$ cat src/rtl/predecPkg.sv
`default_nettype none

package predecPkg;

  localparam int CLS_WIDTH = 9;

  // class bit positions.
  localparam int CLS_ALU = 0;
  localparam int CLS_SHIFT = 1;
  localparam int CLS_MUL = 2;
  localparam int CLS_LOAD = 3;
  localparam int CLS_STORE = 4;
  localparam int CLS_JUMP = 5;
  localparam int CLS_INDIR = 6;
  localparam int CLS_SYS = 7;
  localparam int CLS_ILLEGAL = 8;

  typedef logic [CLS_WIDTH-1:0] instrClassT; // more than one bit may be set.

  typedef logic [1:0] lnkSizeT; // link offset in halfwords, 0 is no link.

  // instr, compressed, class, lnk, ret, lnkSize.
  localparam int ENTRY_WIDTH = 32 + 1 + CLS_WIDTH + 1 + 1 + $bits(lnkSizeT);

  typedef enum logic [1:0] {
    UNIT_ALU  = 2'd0,
    UNIT_MEM  = 2'd1,
    UNIT_BR   = 2'd2,
    UNIT_TRAP = 2'd3
  } unitSelT;

endpackage

`default_nettype wire

$ cat src/rtl/rvPredecoder.sv
`default_nettype none

module rvPredecoder (
  input  logic [31:0]           instr,
  output predecPkg::instrClassT instrClass,
  output logic                  isCompressed,
  output logic                  isLnk,
  output logic                  isRet,
  output predecPkg::lnkSizeT    lnkSize
);
  import predecPkg::*;

  localparam logic [6:0] OPC_LOAD = 7'b0000011;
  localparam logic [6:0] OPC_STORE = 7'b0100011;
  localparam logic [6:0] OPC_OPIMM = 7'b0010011;
  localparam logic [6:0] OPC_OP = 7'b0110011;
  localparam logic [6:0] OPC_LUI = 7'b0110111;
  localparam logic [6:0] OPC_AUIPC = 7'b0010111;
  localparam logic [6:0] OPC_JAL = 7'b1101111;
  localparam logic [6:0] OPC_JALR = 7'b1100111;
  localparam logic [6:0] OPC_BRANCH = 7'b1100011;
  localparam logic [6:0] OPC_SYSTEM = 7'b1110011;

  logic [6:0] opcode;
  logic [4:0] rd;
  logic [4:0] rs1;
  logic       isShiftF3;
  logic       rdIsLink;
  logic       rs1IsLink;
  logic [4:0] cRd;
  logic [4:0] cRs2;

  assign opcode = instr[6:0];
  assign rd = instr[11:7];
  assign rs1 = instr[19:15];
  assign isShiftF3 = instr[13:12] == 2'b01; // funct3 001 or 101.
  assign rdIsLink = rd == 5'd1 || rd == 5'd5;
  assign rs1IsLink = rs1 == 5'd1 || rs1 == 5'd5;
  assign cRd = instr[11:7]; // also rs1 of c.jr and c.jalr.
  assign cRs2 = instr[6:2];

  assign isCompressed = instr[1:0] != 2'b11;

  always_comb begin
    instrClass = '0;
    isLnk = 1'b0;
    isRet = 1'b0;
    if (!isCompressed) begin
      case (opcode)
        OPC_LOAD: instrClass[CLS_LOAD] = 1'b1;
        OPC_STORE: instrClass[CLS_STORE] = 1'b1;
        OPC_OPIMM: instrClass[isShiftF3 ? CLS_SHIFT : CLS_ALU] = 1'b1;
        OPC_OP: begin
          if (instr[31:25] == 7'b0000001) begin
            instrClass[CLS_MUL] = 1'b1;
          end else begin
            instrClass[isShiftF3 ? CLS_SHIFT : CLS_ALU] = 1'b1;
          end
        end
        OPC_LUI, OPC_AUIPC: instrClass[CLS_ALU] = 1'b1;
        OPC_JAL: begin
          instrClass[CLS_JUMP] = 1'b1;
          instrClass[CLS_ALU] = rd != 5'd0; // writes a register.
          isLnk = rdIsLink;
        end
        OPC_JALR: begin
          instrClass[CLS_JUMP] = 1'b1;
          instrClass[CLS_INDIR] = 1'b1;
          isLnk = rdIsLink;
          isRet = rd == 5'd0 && rs1IsLink;
        end
        OPC_BRANCH: instrClass[CLS_JUMP] = 1'b1;
        OPC_SYSTEM: instrClass[CLS_SYS] = 1'b1;
        default: instrClass[CLS_ILLEGAL] = 1'b1;
      endcase
    end else begin
      case ({instr[1:0], instr[15:13]})
        5'b00_000: instrClass[instr[12:5] != 8'd0 ? CLS_ALU : CLS_ILLEGAL] = 1'b1; // c.addi4spn.
        5'b00_010, 5'b10_010: instrClass[CLS_LOAD] = 1'b1;
        5'b00_110, 5'b10_110: instrClass[CLS_STORE] = 1'b1;
        5'b01_000, 5'b01_010, 5'b01_011: instrClass[CLS_ALU] = 1'b1;
        5'b01_001: begin
          instrClass[CLS_JUMP] = 1'b1; // c.jal.
          isLnk = 1'b1;
        end
        5'b01_101, 5'b01_110, 5'b01_111: instrClass[CLS_JUMP] = 1'b1;
        5'b01_100: begin
          case (instr[11:10])
            2'b00, 2'b01: instrClass[CLS_SHIFT] = 1'b1;
            2'b10: instrClass[CLS_ALU] = 1'b1;
            default: instrClass[instr[12] ? CLS_ILLEGAL : CLS_ALU] = 1'b1; // rv64 ops illegal.
          endcase
        end
        5'b10_000: instrClass[CLS_SHIFT] = 1'b1;
        5'b10_100: begin
          if (cRs2 != 5'd0) begin
            instrClass[CLS_ALU] = 1'b1; // c.mv, c.add.
          end else if (cRd == 5'd0) begin
            instrClass[CLS_ILLEGAL] = 1'b1; // reserved and c.ebreak.
          end else begin
            instrClass[CLS_JUMP] = 1'b1;
            instrClass[CLS_INDIR] = 1'b1;
            isLnk = instr[12];
            isRet = !instr[12] && (cRd == 5'd1 || cRd == 5'd5);
          end
        end
        default: instrClass[CLS_ILLEGAL] = 1'b1;
      endcase
    end
  end

  assign lnkSize = !isLnk ? 2'd0 : (isCompressed ? 2'd1 : 2'd2);

endmodule

`default_nettype wire

$ cat src/rtl/instrAligner.sv
`default_nettype none

module instrAligner (
  input  logic                  clk,
  input  logic                  rstN,
  input  logic [31:0]           fetchWord,
  input  logic                  fetchValid,
  input  logic                  full,
  output logic                  fetchHold,
  output logic                  push,
  output logic [31:0]           pushInstr,
  output logic                  pushCompressed,
  output predecPkg::instrClassT pushClass,
  output logic                  pushLnk,
  output logic                  pushRet,
  output predecPkg::lnkSizeT    pushLnkSize
);

  logic [15:0] hwBuf [3]; // oldest halfword at index 0.
  logic [15:0] hwNext [3];
  logic [1:0]  hwCnt;
  logic [1:0]  used;
  logic [1:0]  remCnt;
  logic        complete;
  logic        accept;

  rvPredecoder predecoder (
    .instr        ({hwBuf[1], hwBuf[0]}),
    .instrClass   (pushClass),
    .isCompressed (pushCompressed),
    .isLnk        (pushLnk),
    .isRet        (pushRet),
    .lnkSize      (pushLnkSize)
  );

  assign complete = pushCompressed ? hwCnt != 2'd0 : hwCnt >= 2'd2;
  assign push = complete && !full;
  assign used = !push ? 2'd0 : (pushCompressed ? 2'd1 : 2'd2);
  assign remCnt = hwCnt - used;

  // room for a full word only when at most one halfword stays.
  assign fetchHold = remCnt >= 2'd2;
  assign accept = fetchValid && !fetchHold;

  assign pushInstr = pushCompressed ? {16'd0, hwBuf[0]} : {hwBuf[1], hwBuf[0]};

  always_comb begin
    hwNext = hwBuf;
    case (used)
      2'd1: begin
        hwNext[0] = hwBuf[1];
        hwNext[1] = hwBuf[2];
      end
      2'd2: hwNext[0] = hwBuf[2];
      default: ;
    endcase
    if (accept) begin
      hwNext[remCnt] = fetchWord[15:0]; // low half first.
      hwNext[remCnt + 2'd1] = fetchWord[31:16];
    end
  end

  always_ff @(posedge clk) begin
    hwBuf <= hwNext;
  end

  always_ff @(posedge clk) begin
    if (!rstN) begin
      hwCnt <= 2'd0;
    end else begin
      hwCnt <= remCnt + (accept ? 2'd2 : 2'd0);
    end
  end

endmodule

`default_nettype wire

$ cat src/rtl/predecQueue.sv
`default_nettype none

module predecQueue #(
  parameter int DEPTH = 4
) (
  input  logic                              clk,
  input  logic                              rstN,
  input  logic                              push,
  input  logic [predecPkg::ENTRY_WIDTH-1:0] pushEntry,
  input  logic                              pop,
  output logic [predecPkg::ENTRY_WIDTH-1:0] headEntry,
  output logic                              full,
  output logic                              empty
);
  import predecPkg::*;

  localparam int PTR_W = $clog2(DEPTH);
  localparam int CNT_W = $clog2(DEPTH + 1);

  logic [ENTRY_WIDTH-1:0] mem [DEPTH];
  logic [PTR_W-1:0]       wrPtr;
  logic [PTR_W-1:0]       rdPtr;
  logic [CNT_W-1:0]       count;
  logic                   doPush;
  logic                   doPop;

  function automatic logic [PTR_W-1:0] nextPtr(input logic [PTR_W-1:0] ptr);
    return (ptr == PTR_W'(DEPTH - 1)) ? '0 : ptr + PTR_W'(1);
  endfunction

  assign full = count == CNT_W'(DEPTH);
  assign empty = count == '0;
  assign doPop = pop && !empty;
  assign doPush = push && (!full || doPop); // a pop frees the slot.

  assign headEntry = mem[rdPtr]; // fall through.

  always_ff @(posedge clk) begin
    if (doPush) begin
      mem[wrPtr] <= pushEntry;
    end
  end

  always_ff @(posedge clk) begin
    if (!rstN) begin
      wrPtr <= '0;
      rdPtr <= '0;
      count <= '0;
    end else begin
      if (doPush) begin
        wrPtr <= nextPtr(wrPtr);
      end
      if (doPop) begin
        rdPtr <= nextPtr(rdPtr);
      end
      count <= count + CNT_W'(doPush) - CNT_W'(doPop);
    end
  end

endmodule

`default_nettype wire

$ cat src/rtl/dispatchSteer.sv
`default_nettype none

module dispatchSteer (
  input  logic                              clk,
  input  logic                              rstN,
  input  logic                              empty,
  input  logic [predecPkg::ENTRY_WIDTH-1:0] headEntry,
  input  logic                              aluBusy,
  input  logic                              memBusy,
  input  logic                              brBusy,
  output logic                              pop,
  output logic                              aluIssue,
  output logic                              memIssue,
  output logic                              brIssue,
  output logic                              trapIssue,
  output logic [31:0]                       issueInstr,
  output logic                              issueCompressed,
  output predecPkg::instrClassT             issueClass,
  output logic                              issueLnk,
  output logic                              issueRet,
  output predecPkg::lnkSizeT                issueLnkSize
);
  import predecPkg::*;

  logic [31:0] headInstr;
  logic        headCompressed;
  instrClassT  headClass;
  logic        headLnk;
  logic        headRet;
  lnkSizeT     headLnkSize;
  unitSelT     unitSel;
  logic        unitFree;

  assign {headInstr, headCompressed, headClass, headLnk, headRet, headLnkSize} = headEntry;

  always_comb begin
    if (headClass[CLS_JUMP] || headClass[CLS_SYS])
      unitSel = UNIT_BR;
    else if (headClass[CLS_LOAD] || headClass[CLS_STORE])
      unitSel = UNIT_MEM;
    else if (headClass[CLS_ALU] || headClass[CLS_SHIFT] || headClass[CLS_MUL])
      unitSel = UNIT_ALU;
    else
      unitSel = UNIT_TRAP;
  end

  always_comb begin
    case (unitSel)
      UNIT_ALU: unitFree = !aluBusy;
      UNIT_MEM: unitFree = !memBusy;
      UNIT_BR: unitFree = !brBusy;
      default: unitFree = 1'b1; // trap never stalls.
    endcase
  end

  assign pop = !empty && unitFree; // a busy head stalls everything behind it.

  always_ff @(posedge clk) begin
    if (!rstN) begin
      aluIssue <= 1'b0;
      memIssue <= 1'b0;
      brIssue <= 1'b0;
      trapIssue <= 1'b0;
    end else begin
      aluIssue <= pop && unitSel == UNIT_ALU;
      memIssue <= pop && unitSel == UNIT_MEM;
      brIssue <= pop && unitSel == UNIT_BR;
      trapIssue <= pop && unitSel == UNIT_TRAP;
    end
  end

  always_ff @(posedge clk) begin
    if (pop) begin
      issueInstr <= headInstr;
      issueCompressed <= headCompressed;
      issueClass <= headClass;
      issueLnk <= headLnk;
      issueRet <= headRet;
      issueLnkSize <= headLnkSize;
    end
  end

endmodule

`default_nettype wire

$ cat src/rtl/predecTop.sv
`default_nettype none

module predecTop #(
  parameter int QUEUE_DEPTH = 4
) (
  input  logic                  clk,
  input  logic                  rstN,
  input  logic [31:0]           fetchWord,
  input  logic                  fetchValid,
  output logic                  fetchHold,
  input  logic                  aluBusy,
  input  logic                  memBusy,
  input  logic                  brBusy,
  output logic                  aluIssue,
  output logic                  memIssue,
  output logic                  brIssue,
  output logic                  trapIssue,
  output logic [31:0]           issueInstr,
  output logic                  issueCompressed,
  output predecPkg::instrClassT issueClass,
  output logic                  issueLnk,
  output logic                  issueRet,
  output predecPkg::lnkSizeT    issueLnkSize
);
  import predecPkg::*;

  logic                   push;
  logic [31:0]            pushInstr;
  logic                   pushCompressed;
  instrClassT             pushClass;
  logic                   pushLnk;
  logic                   pushRet;
  lnkSizeT                pushLnkSize;
  logic [ENTRY_WIDTH-1:0] pushEntry;
  logic [ENTRY_WIDTH-1:0] headEntry;
  logic                   full;
  logic                   empty;
  logic                   pop;

  // same field order is unpacked in dispatchSteer.
  assign pushEntry = {pushInstr, pushCompressed, pushClass, pushLnk, pushRet, pushLnkSize};

  instrAligner aligner (
    .clk            (clk),
    .rstN           (rstN),
    .fetchWord      (fetchWord),
    .fetchValid     (fetchValid),
    .full           (full),
    .fetchHold      (fetchHold),
    .push           (push),
    .pushInstr      (pushInstr),
    .pushCompressed (pushCompressed),
    .pushClass      (pushClass),
    .pushLnk        (pushLnk),
    .pushRet        (pushRet),
    .pushLnkSize    (pushLnkSize)
  );

  predecQueue #(
    .DEPTH (QUEUE_DEPTH)
  ) queue (
    .clk       (clk),
    .rstN      (rstN),
    .push      (push),
    .pushEntry (pushEntry),
    .pop       (pop),
    .headEntry (headEntry),
    .full      (full),
    .empty     (empty)
  );

  dispatchSteer steer (
    .clk             (clk),
    .rstN            (rstN),
    .empty           (empty),
    .headEntry       (headEntry),
    .aluBusy         (aluBusy),
    .memBusy         (memBusy),
    .brBusy          (brBusy),
    .pop             (pop),
    .aluIssue        (aluIssue),
    .memIssue        (memIssue),
    .brIssue         (brIssue),
    .trapIssue       (trapIssue),
    .issueInstr      (issueInstr),
    .issueCompressed (issueCompressed),
    .issueClass      (issueClass),
    .issueLnk        (issueLnk),
    .issueRet        (issueRet),
    .issueLnkSize    (issueLnkSize)
  );

endmodule

`default_nettype wire

$ cat config.mk
export PLATFORM = sky130hd
export DESIGN_NAME = predecTop
export DESIGN_NICKNAME = d
export VERILOG_FILES = /design/src/rtl/predecPkg.sv /design/src/rtl/rvPredecoder.sv /design/src/rtl/instrAligner.sv /design/src/rtl/predecQueue.sv /design/src/rtl/dispatchSteer.sv /design/src/rtl/predecTop.sv
export SDC_FILE = /design/constraint.sdc
export NUM_CORES = 1
export LEC_CHECK = 0
export BUFFER_PORTS_ARGS = -buffer_cell sky130_fd_sc_hd__buf_2
export CAP_MARGIN = 20
export CORE_UTILIZATION = 65
export DETAILED_ROUTE_END_ITERATION = 7
export PLACE_DENSITY = 0.85
export SYNTH_ARGS = -nofsm -noshare
export SYNTH_HDL_FRONTEND = slang
export SYNTH_HIERARCHICAL = 1
export SYNTH_SLANG_ARGS = --single-unit
$ cat constraint.sdc
create_clock -name clk -period 10.8 [get_ports clk]
set_clock_uncertainty 0.05 [all_clocks]
set_input_delay 1.08 -clock clk [delete_from_list [all_inputs] [get_ports clk]]
set_output_delay 1.08 -clock clk [all_outputs]
set_load 0.01 [all_outputs]
; ---- Word-level counts from Yosys, hierarchy flattened
; Memories as Yosys holds them, arrays and structs flattened. A register that Yosys moved wholly into a read port is not among the register bits.
; Index checks and enable logic that the tools add are counted.
[classes]
n_addsub = 7
order_cmp = 12
eq_ne = 41
muxes = 73
bitwise = 2
n_reduce_logical = 50
[op_table]
columns = cell, n
row1 = $bwmux W48, 2
row2 = $demux W16 S2, 2
row3 = $mux W16, 3
row4 = $mux W48, 1
row5 = $eq A5 B4 Y1 const B, 8
row6 = $pmux W1 S3, 11
row7 = $mux W32, 1
row8 = $pmux W16 S2, 1
row9 = $eq A7 B7 Y1 const B, 4
row10 = $mux W2, 14
row11 = $eq A7 B6 Y1 const B, 3
row12 = $eq A5 B5 Y1 const B, 4
row13 = $mux W1, 20
row14 = $logic_and A1 B1 Y1, 16
row15 = $pmux W1 S4, 4
row16 = $eq A5 B3 Y1 const B, 3
row17 = $eq A7 B5 Y1 const B, 2
row18 = $demux W1 S4, 3
row19 = $eq A2 B2 Y1 const B, 6
row20 = $reduce_or A12 Y1, 1
row21 = $eq A5 B1 Y1 const B, 2
row22 = $logic_not A5 Y1, 2
row23 = $lt A4 B5 Y1 const B, 2
row24 = $pmux W1 S2, 5
row25 = other kinds (34), 65
[totals]
register_bits = 107
mem_bits_rw = 184
in_bits = 38
output_inout_bits = 51
n_memories = 1
[memory_table]
columns = name, depth, word_bits, rd, rd_ports_with_merged_regs, write_ports, line_no
row1 = queue.mem, 4, 46, 1, 1, 1, predecQueue.sv:20  ; logic [ENTRY_WIDTH-1:0] mem [DEPTH];

; ---- Longest topological paths before layout
; Gate-level depths: netlist of run 1.
[logic_depth]
depth_word = 13
depth_mapped = 17

; ---- Hierarchy
; Netlist of run 1, hierarchy kept.
[modules_own_cells]
columns = module, instances, cells_per_inst, area_each_um2, seq_area_each_um2
row1 = predecQueue, 1, 290, 7191.9, 5705.5
row2 = instrAligner, 1, 354, 3037.9, 1161.1
row3 = dispatchSteer, 1, 64, 1557.7, 1461.4
row4 = rvPredecoder, 1, 76, 475.5, 0.0

; ---- Least setup slack after synthesis of run 1
; No wires, ideal clock.
[synth_path]
path_kind = in2reg
startpoint = input port brBusy
endpoint = memory queue/mem[3][0] in the netlist's numbering (enable)
setup_ps = 408
t_arrival_ps = 6679
required_time_ps = 10342
path_slack_ps = 3663
cell_stages = 4
path_cell_list = o32ai_1 inv_1 a21boi_2 and2_1
[synth_between]
elab_chain_len = 8
[synth_rtl]
columns = item, line_no
row1 = from (decl), predecTop.sv:13  ; input logic brBusy,
row2 = $logic_not A1 Y1, dispatchSteer.sv:51  ; UNIT_BR: unitFree = !brBusy;
row3 = $pmux W1 S3, dispatchSteer.sv:48  ; case (unitSel)
row4 = $logic_and A1 B1 Y1, dispatchSteer.sv:56  ; assign pop = !empty && unitFree;
row5 = $logic_and A1 B1 Y1, predecQueue.sv:33  ; assign doPop = pop && !empty;
row6 = $logic_or A1 B1 Y1, predecQueue.sv:34  ; assign doPush = push && (!full || doPop);
row7 = $logic_and A1 B1 Y1, predecQueue.sv:34
row8 = $mux W1, predecQueue.sv:39  ; if (doPush) begin
row9 = $mux W1 (not written as such), predecQueue.sv:40  ; mem[wrPtr] <= pushEntry;
row10 = to (decl), predecQueue.sv:20
; Every way passes these cells.

; ---- Worst setup path after layout of run 1
[layout_path]
startpoint = register aligner/hwBuf[33] in the netlist's numbering
endpoint = output port fetchHold
[layout_between]
elab_chain_len = 6
elab_cells_between_ends = 7
classes_between = add/sub (1) / order compare (1) / eq/ne (1) / mux (3) / reduce/logical (1)
[layout_rtl]
columns = item, line_no
row1 = from (decl), instrAligner.sv:19  ; logic [15:0] hwBuf [3];
row2 = from (signal assigned), instrAligner.sv:64  ; hwBuf <= hwNext;
row3 = $ne A2 B2 Y1 *, rvPredecoder.sv:42  ; assign isCompressed = instr[1:0] != 2'b11;
row4 = net pushCompressed, predecTop.sv:29  ; logic pushCompressed;
row5 = $mux W1, instrAligner.sv:36  ; assign complete = pushCompressed ? hwCnt != 2'd0 : hwCnt >= 2'd2;
row6 = $logic_and A1 B1 Y1, instrAligner.sv:37  ; assign push = complete && !full;
row7 = $mux W2 *, instrAligner.sv:38  ; assign used = !push ? 2'd0 : (pushCompressed ? 2'd1 : 2'd2);
row8 = $sub A2 B2 Y2 *, instrAligner.sv:39  ; assign remCnt = hwCnt - used;
row9 = $ge A2 B2 Y1 *, instrAligner.sv:42  ; assign fetchHold = remCnt >= 2'd2;
row10 = to (decl), predecTop.sv:10  ; output logic fetchHold,
; The timed path passes the listed nets; every way through them passes the cells marked *.

==> results of run 1 <==
==> critical path: cells and delay by family, from the launching register on <==
kind                     cells  cell delay [ns]
buffers and inverters        5             1.44
adder cells (fa/ha/maj)      2             1.20
AND/OR/NAND/NOR              3             0.69
flip-flops                   1             0.66
AO/OA/AOI/OAI                1             0.26
XOR/XNOR                     1             0.20
==> Yosys cell counts, types with 4 or more instances <==
library cell	number	area (µm²)
edfxtp_1	246	7390
nand2_1	91	342
dfxtp_1	47	941
mux4_2	40	901
nand3_1	36	180
o21ai_0	30	150
nor2_1	23	86.3
clkbuf_1	22	82.6
nor2b_1	22	138
buf_4	18	135
mux2i_1	18	180
o211ai_1	18	135
a32oi_1	17	149
mux2_2	16	180
nor3_1	14	70.1
inv_1	13	48.8
ha_1	11	138
buf_2	9	45.0
and2_1	8	50.1
mux4_1	6	158
a21oi_1	4	20.0
buf_12	4	80.1
nor4_1	4	25.0
o22ai_1	4	25.0
or3_1	4	25.0
==> cell families (layout without fill, tap and decap cells) <==
kind of cell             after synthesis  after routing  share of synthesized area
AO/OA/AOI/OAI                         99             99                     0.0602
XOR/XNOR                               3              3                    0.00367
adder cells (fa/ha/maj)               12             12                     0.0129
buffers and inverters                 71            169                     0.0348
flip-flops                           293            293                      0.679
multiplexers                          80             80                      0.116
AND/OR/NAND/NOR                      226            226                     0.0937
==> layer usage <==
metal,vias up,track usage,wire length [µm]
li1,3169,-,-
met1,3558,0.381,10200
met2,439,0.465,12700
met3,54,0.0423,2370
met4,0,0.0865,526
met5,-,0,0
==> registers in the layout (all words and copies together) (netlist names), named ones only <==
| name | cells |
|---|---|
| queue/rdPtr | 2 |
| steer/memIssue | 1 |
| steer/issueLnkSize | 2 |
| queue/wrPtr | 2 |
| steer/issueClass | 9 |
| steer/issueCompressed | 1 |
| steer/brIssue | 1 |
| queue/mem | 184 |
| aligner/hwBuf | 32 |
| steer/issueInstr | 32 |
| steer/issueRet | 1 |
| steer/issueLnk | 1 |
| aligner/hwCnt | 2 |
| steer/trapIssue | 1 |
| queue/count | 3 |
| steer/aluIssue | 1 |
==> cell type report <==
class                           instances  share of cell area
Multi-Input combinational cell        420               0.259
Sequential cell                       293               0.611
Timing Repair Buffer                  102              0.0409
Clock inverter                         12             0.00680
Inverter                               15             0.00413
Clock buffer                           40              0.0562
Tap cell                              229              0.0210
==> per-stage QoR <==
| step | instances | setup slack (ns) | instance area [µm²] | util | power (µW) |
|---|---|---|---|---|---|
| 2_1_floorplan | 784 | 3.66 | 12300 | - | 3120 |
| 3_3_place_gp | 1057 | 5.11 | 12700 | 0.700 | 3440 |
| 3_5_place_dp | 1057 | 4.89 | 12700 | 0.700 | 3540 |
| 4_1_cts | 1109 | 4.80 | 13600 | 0.747 | 4450 |
| 5_1_grt | 1111 | 4.48 | 13600 | 0.748 | 4690 |
| 6_report | 1111 | 4.67 | 13600 | 0.748 | 4470 |
==> report_power, final <==
| part | internal [µW] | switching [µW] |
|---|---|---|
| clock | 517 | 391 |
| sequential | 1760 | 238 |
| combinational | 608 | 956 |
==> worst paths after layout <==
path	slack, ns	to
max	4.67	fetchHold
min	0.45	queue/wrPtr[1]$_SDFFE_PN0P_
max reg2reg	5.17	flop
min reg2reg	0.45	queue/wrPtr[1]$_SDFFE_PN0P_
==> impl_metrics.csv, run 1 <==
group,metric,value,unit
sta,holdWs,0.452,ns
sta,setup_viol_count_final,0,
sta,fmax,0.163,GHz
floorplan,io_pins,89,
setup_path,path_common_cell,"nand2_1",
min_path,holdPathStages,2,
layout,drive_gt1_frac,0.247,
clock_network,root_buffer,"clkbuf_16",
layout,final_cell_mix,"edfxtp_1, nand2_1, buf_2",
route,drcViolationCount,0,
global_route,grt_usage,0.278,
setup_path,cp-startpoint,"aligner/hwBuf[33]$_DFF_P_",
setup_path,critPathMaxStageDelay,0.70,ns
sta,max_slew_margin,0.299,
logic_synthesis,ys_types,64,
sta,hold_viol_final,0,
logic_synthesis,yosys_register_bits,293,
floorplan,die_y,139,µm
pwr,powerDensity,328,nW/µm²
run,cap_violations,0,
outcome,status,"completed",
pwr,peakVddDrop,0.377,mV
setup_path,cp_cell_sequence,"nand2_1 > buf_4 > a21o_1 > nand2_1 > clkinv_1 > ha_1 > xnor2_4 > inv_2 > ha_1 > inv_1 > nand2_1 > buf_2",
logic_synthesis,ys_warn_count,6,
sta,setup_tns,0,ns
route,vias,7220,
layout,nets,910,
layout,synthToLayoutAreaGrowth,11.1,%
layout,register_area,8330,µm²
route,routed_via_density,6.50,
logic_synthesis,synth_edf_count,246,
min_path,hp-start,"queue/wrPtr[1]$_SDFFE_PN0P_",
placed_design,portBuffers,88,
layout,fill_cells,1062,
setup_path,critPathCaptureType,"primary output",
global_route,grt_pass1_vias,7512,
global_route,overflow,0,
floorplan,rows,49,
setup_path,critPathKind,"reg -> out",
floorplan,fp.dieW,139,µm
clock_network,cts_setup_buffers,0,
setup_path,cp_max_fo,45,
route,wl_per_cell,23.2,µm
clock_network,htreeDepth,1,
placed_design,dpl.hpwl,15900,µm
setup_path,cp-start-kind,"flop",
clock_network,cts.sinks,293,
sta,finalCritPeriodShare,0.567,
sta,rsz0062_at_grt,"no",
route,wirelength,25800,µm
clock_network,cts_tree,"built",
setup_path,ff2ff_path_depth,12,
placed_design,gp_congestion,0.921,
sta,finalCriticalPeriod,6.13,ns
clock_network,cts_buffers,28,
clock_network,clk_latency,0.54,ns
sta,worst_pin_slew,1.05,ns
setup_path,arrival,5.00,ns
logic_synthesis,ys_seq_area_frac,0.679,
logic_synthesis,syn_area_per_cell,15.6,µm²
route,ant_nets,0,
pwr,leakage,0.00464,µW
setup_path,slowest_stage,"ha_1",
sta,drv_slew,0,
logic_synthesis,synth-async-reset-ratio,0,
min_path,hold_path.class,"reg -> reg",
logic_synthesis,synth_cells,784,
setup_path,cp.required,9.67,ns
layout,antenna_cells,0,
clock_network,post_cts_resized,0,
route,drtIter0Drc,718,
logic_synthesis,synthFlopType,"edfxtp_1",
layout,multiInputGateArea,3530,µm²
clock_network,clk_pin_slew,0.06,ns
floorplan,design.die.area,19400,µm²
clock_network,hold_buffers,0,
logic_synthesis,syn-cell-area,12300,µm²
clock_network,clock_path_buffers,3,
layout,final_common_cell,"edfxtp_1",
global_route,grt_pass1_wl,41200,µm
logic_synthesis,synth_fp_nets,834,
global_route,antenna_found_initial,0,
setup_path,crit-reg2reg-launch,"aligner/hwBuf[33]$_DFF_P_",
floorplan,initial_core_util,0.673,
floorplan,core-area,18200,µm²
route,firstDrtPassIters,5,
global_route,grt_max_degree,47,
Power figures use the tool's default switching activity.
==> inputs of run 2 (changes only) <==
--- a/config.mk
+++ b/config.mk
@@ -7,9 +7,9 @@
 export LEC_CHECK = 0
 export BUFFER_PORTS_ARGS = -buffer_cell sky130_fd_sc_hd__buf_2
 export CAP_MARGIN = 20
-export CORE_UTILIZATION = 65
+export CORE_UTILIZATION = 60
 export DETAILED_ROUTE_END_ITERATION = 7
-export PLACE_DENSITY = 0.85
+export PLACE_DENSITY = 0.79
 export SYNTH_ARGS = -nofsm -noshare
 export SYNTH_HDL_FRONTEND = slang
 export SYNTH_HIERARCHICAL = 1
==> constraint.sdc (replaced) <==
create_clock -name clk -period 6.1 [get_ports clk]
set_clock_uncertainty 0.05 [all_clocks]
set_input_delay 0.61 -clock clk [delete_from_list [all_inputs] [get_ports clk]]
set_output_delay 0.61 -clock clk [all_outputs]
set_load 0.01 [all_outputs]
==> run 2 against run 1 <==
Setup slack lost 3.6 ns. Register-to-register slack got worse by 4.1 ns. Critical path depth unchanged. Power grew 80%. Clock power up 94%. Sequential power up 77%. Routed wire length decreased by 1.0%. Global-route usage is 3.0 points lower. Via count fell by 2.6%. Sequential share of layout area fell by 0.64 points. Non-clock buffer count grew 1. Cell count grew 3.4%. Critical path type unchanged.
==> impl_metrics.csv, run 2 (same netlist as run 1, synthesis figures left out) <==
group,metric,value,unit
setup_path,r2r_setup_slack,1.06,ns
pwr,comb_power_share,0.341,
layout,largest_reg_flops,184,
clock_network,cts_setup_buffers,0,
setup_path,crit-reg2reg-launch,"aligner/hwBuf[33]$_DFF_P_",
sta,drv_slew,0,
placed_design,portBuffers,88,
pwr,total_power,8040,µW
pwr,p_clk_frac,0.218,
global_route,antenna_found_initial,0,
global_route,grt_max_degree,47,
floorplan,rows,51,
setup_path,crit_end,"fetchHold",
setup_path,arrival,4.40,ns
pwr,leakage,0.00468,µW
sta,hold_viol_final,0,
floorplan,design.die.area,21000,µm²
layout,final_cell_mix,"edfxtp_1, nand2_1, buf_2",
sta,holdWs,0.199,ns
route,routed_via_density,6.12,
floorplan,io_pins,89,
floorplan,core-area,19700,µm²
pwr,powerDensity,584,nW/µm²
sta,finalCritPeriodShare,0.829,
clock_network,post_cts_resized,0,
placed_design,dpl.hpwl,16500,µm
layout,final_common_cell,"edfxtp_1",
placed_design,place_ws,1.23,ns
floorplan,fp.dieW,145,µm
pwr,peakVddDrop,0.514,mV
setup_path,cp-start-kind,"flop",
sta,finalWorstSetupSlack,1.04,ns
setup_path,cp_max_fo,18,
layout,nets,912,
clock_network,hold_buffers,0,
setup_path,critPathKind,"reg -> out",
route,wl_per_cell,22.2,µm
sta,fmax,0.198,GHz
clock_network,htreeDepth,1,
setup_path,r2r_end,"aligner/hwBuf[47]$_DFF_P_",
min_path,hold_path.class,"in -> reg",
clock_network,cts_buffers,29,
min_path,hp-start,"memBusy",
clock_network,root_buffer,"clkbuf_16",
pwr,p_sw_frac,0.349,
setup_path,cp-startpoint,"aligner/hwBuf[33]$_DFF_P_",
pwr,pwr-share-seq,0.441,
clock_network,clk_latency,0.55,ns
clock_network,cts.sinks,293,
clock_network,clock_path_buffers,3,
sta,finalCriticalPeriod,5.06,ns
global_route,grt_pass1_wl,40300,µm
route,drtIter0Drc,706,
layout,drive_gt1_frac,0.255,
placed_design,gp_congestion,0.898,
outcome,status,"completed",
pwr,p_int,5230,µW
floorplan,initial_core_util,0.622,
setup_path,ff2ff_path_depth,12,
global_route,grt_pass1_vias,7149,
setup_path,cp.required,5.44,ns
sta,setup_tns,0,ns
global_route,grt_usage,0.248,
clock_network,cts_tree,"built",
sta,worst_pin_slew,1.13,ns
sta,rsz0062_at_grt,"no",
route,drcViolationCount,0,
layout,synthToLayoutAreaGrowth,12.3,%
layout,antenna_cells,0,
layout,regMostFlops,"queue/mem",
global_route,overflow,0,
route,wirelength,25500,µm
layout,fill_cells,1275,
pwr,p_sw,2800,µW
route,vias,7033,
route,firstDrtPassIters,5,
sta,max_slew_margin,0.246,
sta,setup_viol_count_final,0,
route,ant_nets,0,
clock_network,clk_pin_slew,0.06,ns
run,cap_violations,0,
floorplan,die_y,145,µm
setup_path,critPathCaptureType,"primary output",
layout,reg_top3,"queue/mem: 184 flops, aligner/hwBuf: 32 flops, steer/issueInstr: 32 flops",
[run 2: critical path, stage by stage, from the launching register on]
cell      delay [ns]
dfxtp_1         0.73
nand2_1         0.26
a21o_1          0.25
nand2_1         0.05
buf_4           0.22
clkinv_1        0.46
ha_1            0.48
xnor2_4         0.20
inv_2           0.14
ha_1            0.67
inv_1           0.18
nand2_1         0.09
buf_2           0.12
[run 2: worst min-delay path by stage]
| stage | to | cells past startpoint |
|---|---|---|
| after floorplan | queue/wrPtr[1]$_SDFFE_PN0P_ | 2 |
| after global placement | queue/wrPtr[1]$_SDFFE_PN0P_ | 2 |
| after detailed placement | aligner/hwBuf[24]$_DFF_P_ | 2 |
| after CTS | steer/memIssue$_SDFF_PN0_ | 2 |
| after global routing | steer/memIssue$_SDFF_PN0_ | 2 |
| final | steer/memIssue$_SDFF_PN0_ | 2 |
[run 2: layer usage]
layer / global-route usage / up-vias / wire length [µm]
met3: 0.0377 / 44 / 2120
li1: - / 3190 / -
met4: 0.0590 / 0 / 468
met2: 0.403 / 318 / 12100
met5: 0 / - / 0
met1: 0.357 / 3481 / 10800
[run 2: through the flow]
step,instance area (µm²),util,cells
finish,13800,0.698,1149
CTS,13800,0.698,1148
global route,13800,0.698,1149
floorplan,12300,-,784
global placement,12800,0.649,1094
detailed placement,12800,0.649,1095
[run 2: cell type report]
| class | instances | area, µm² | share of cell area |
|---|---|---|---|
| clock buffer | 33 | 741 | 0.0538 |
| clock inverter | 20 | 214 | 0.0155 |
| inverter | 15 | 56.3 | 0.00409 |
| multi-input combinational | 420 | 3530 | 0.257 |
| sequential | 293 | 8330 | 0.605 |
| tap | 265 | 332 | 0.0241 |
| timing repair buffer | 103 | 561 | 0.0407 |
[run 2: power groups by stage]
stage,clock network [µW],registers [µW],logic [µW]
finish,1760,3540,2740
floorplan,0,3420,2100
global placement,0,3540,2580
CTS,1780,3550,2720
global route,1860,3610,2980
detailed placement,0,3580,2700
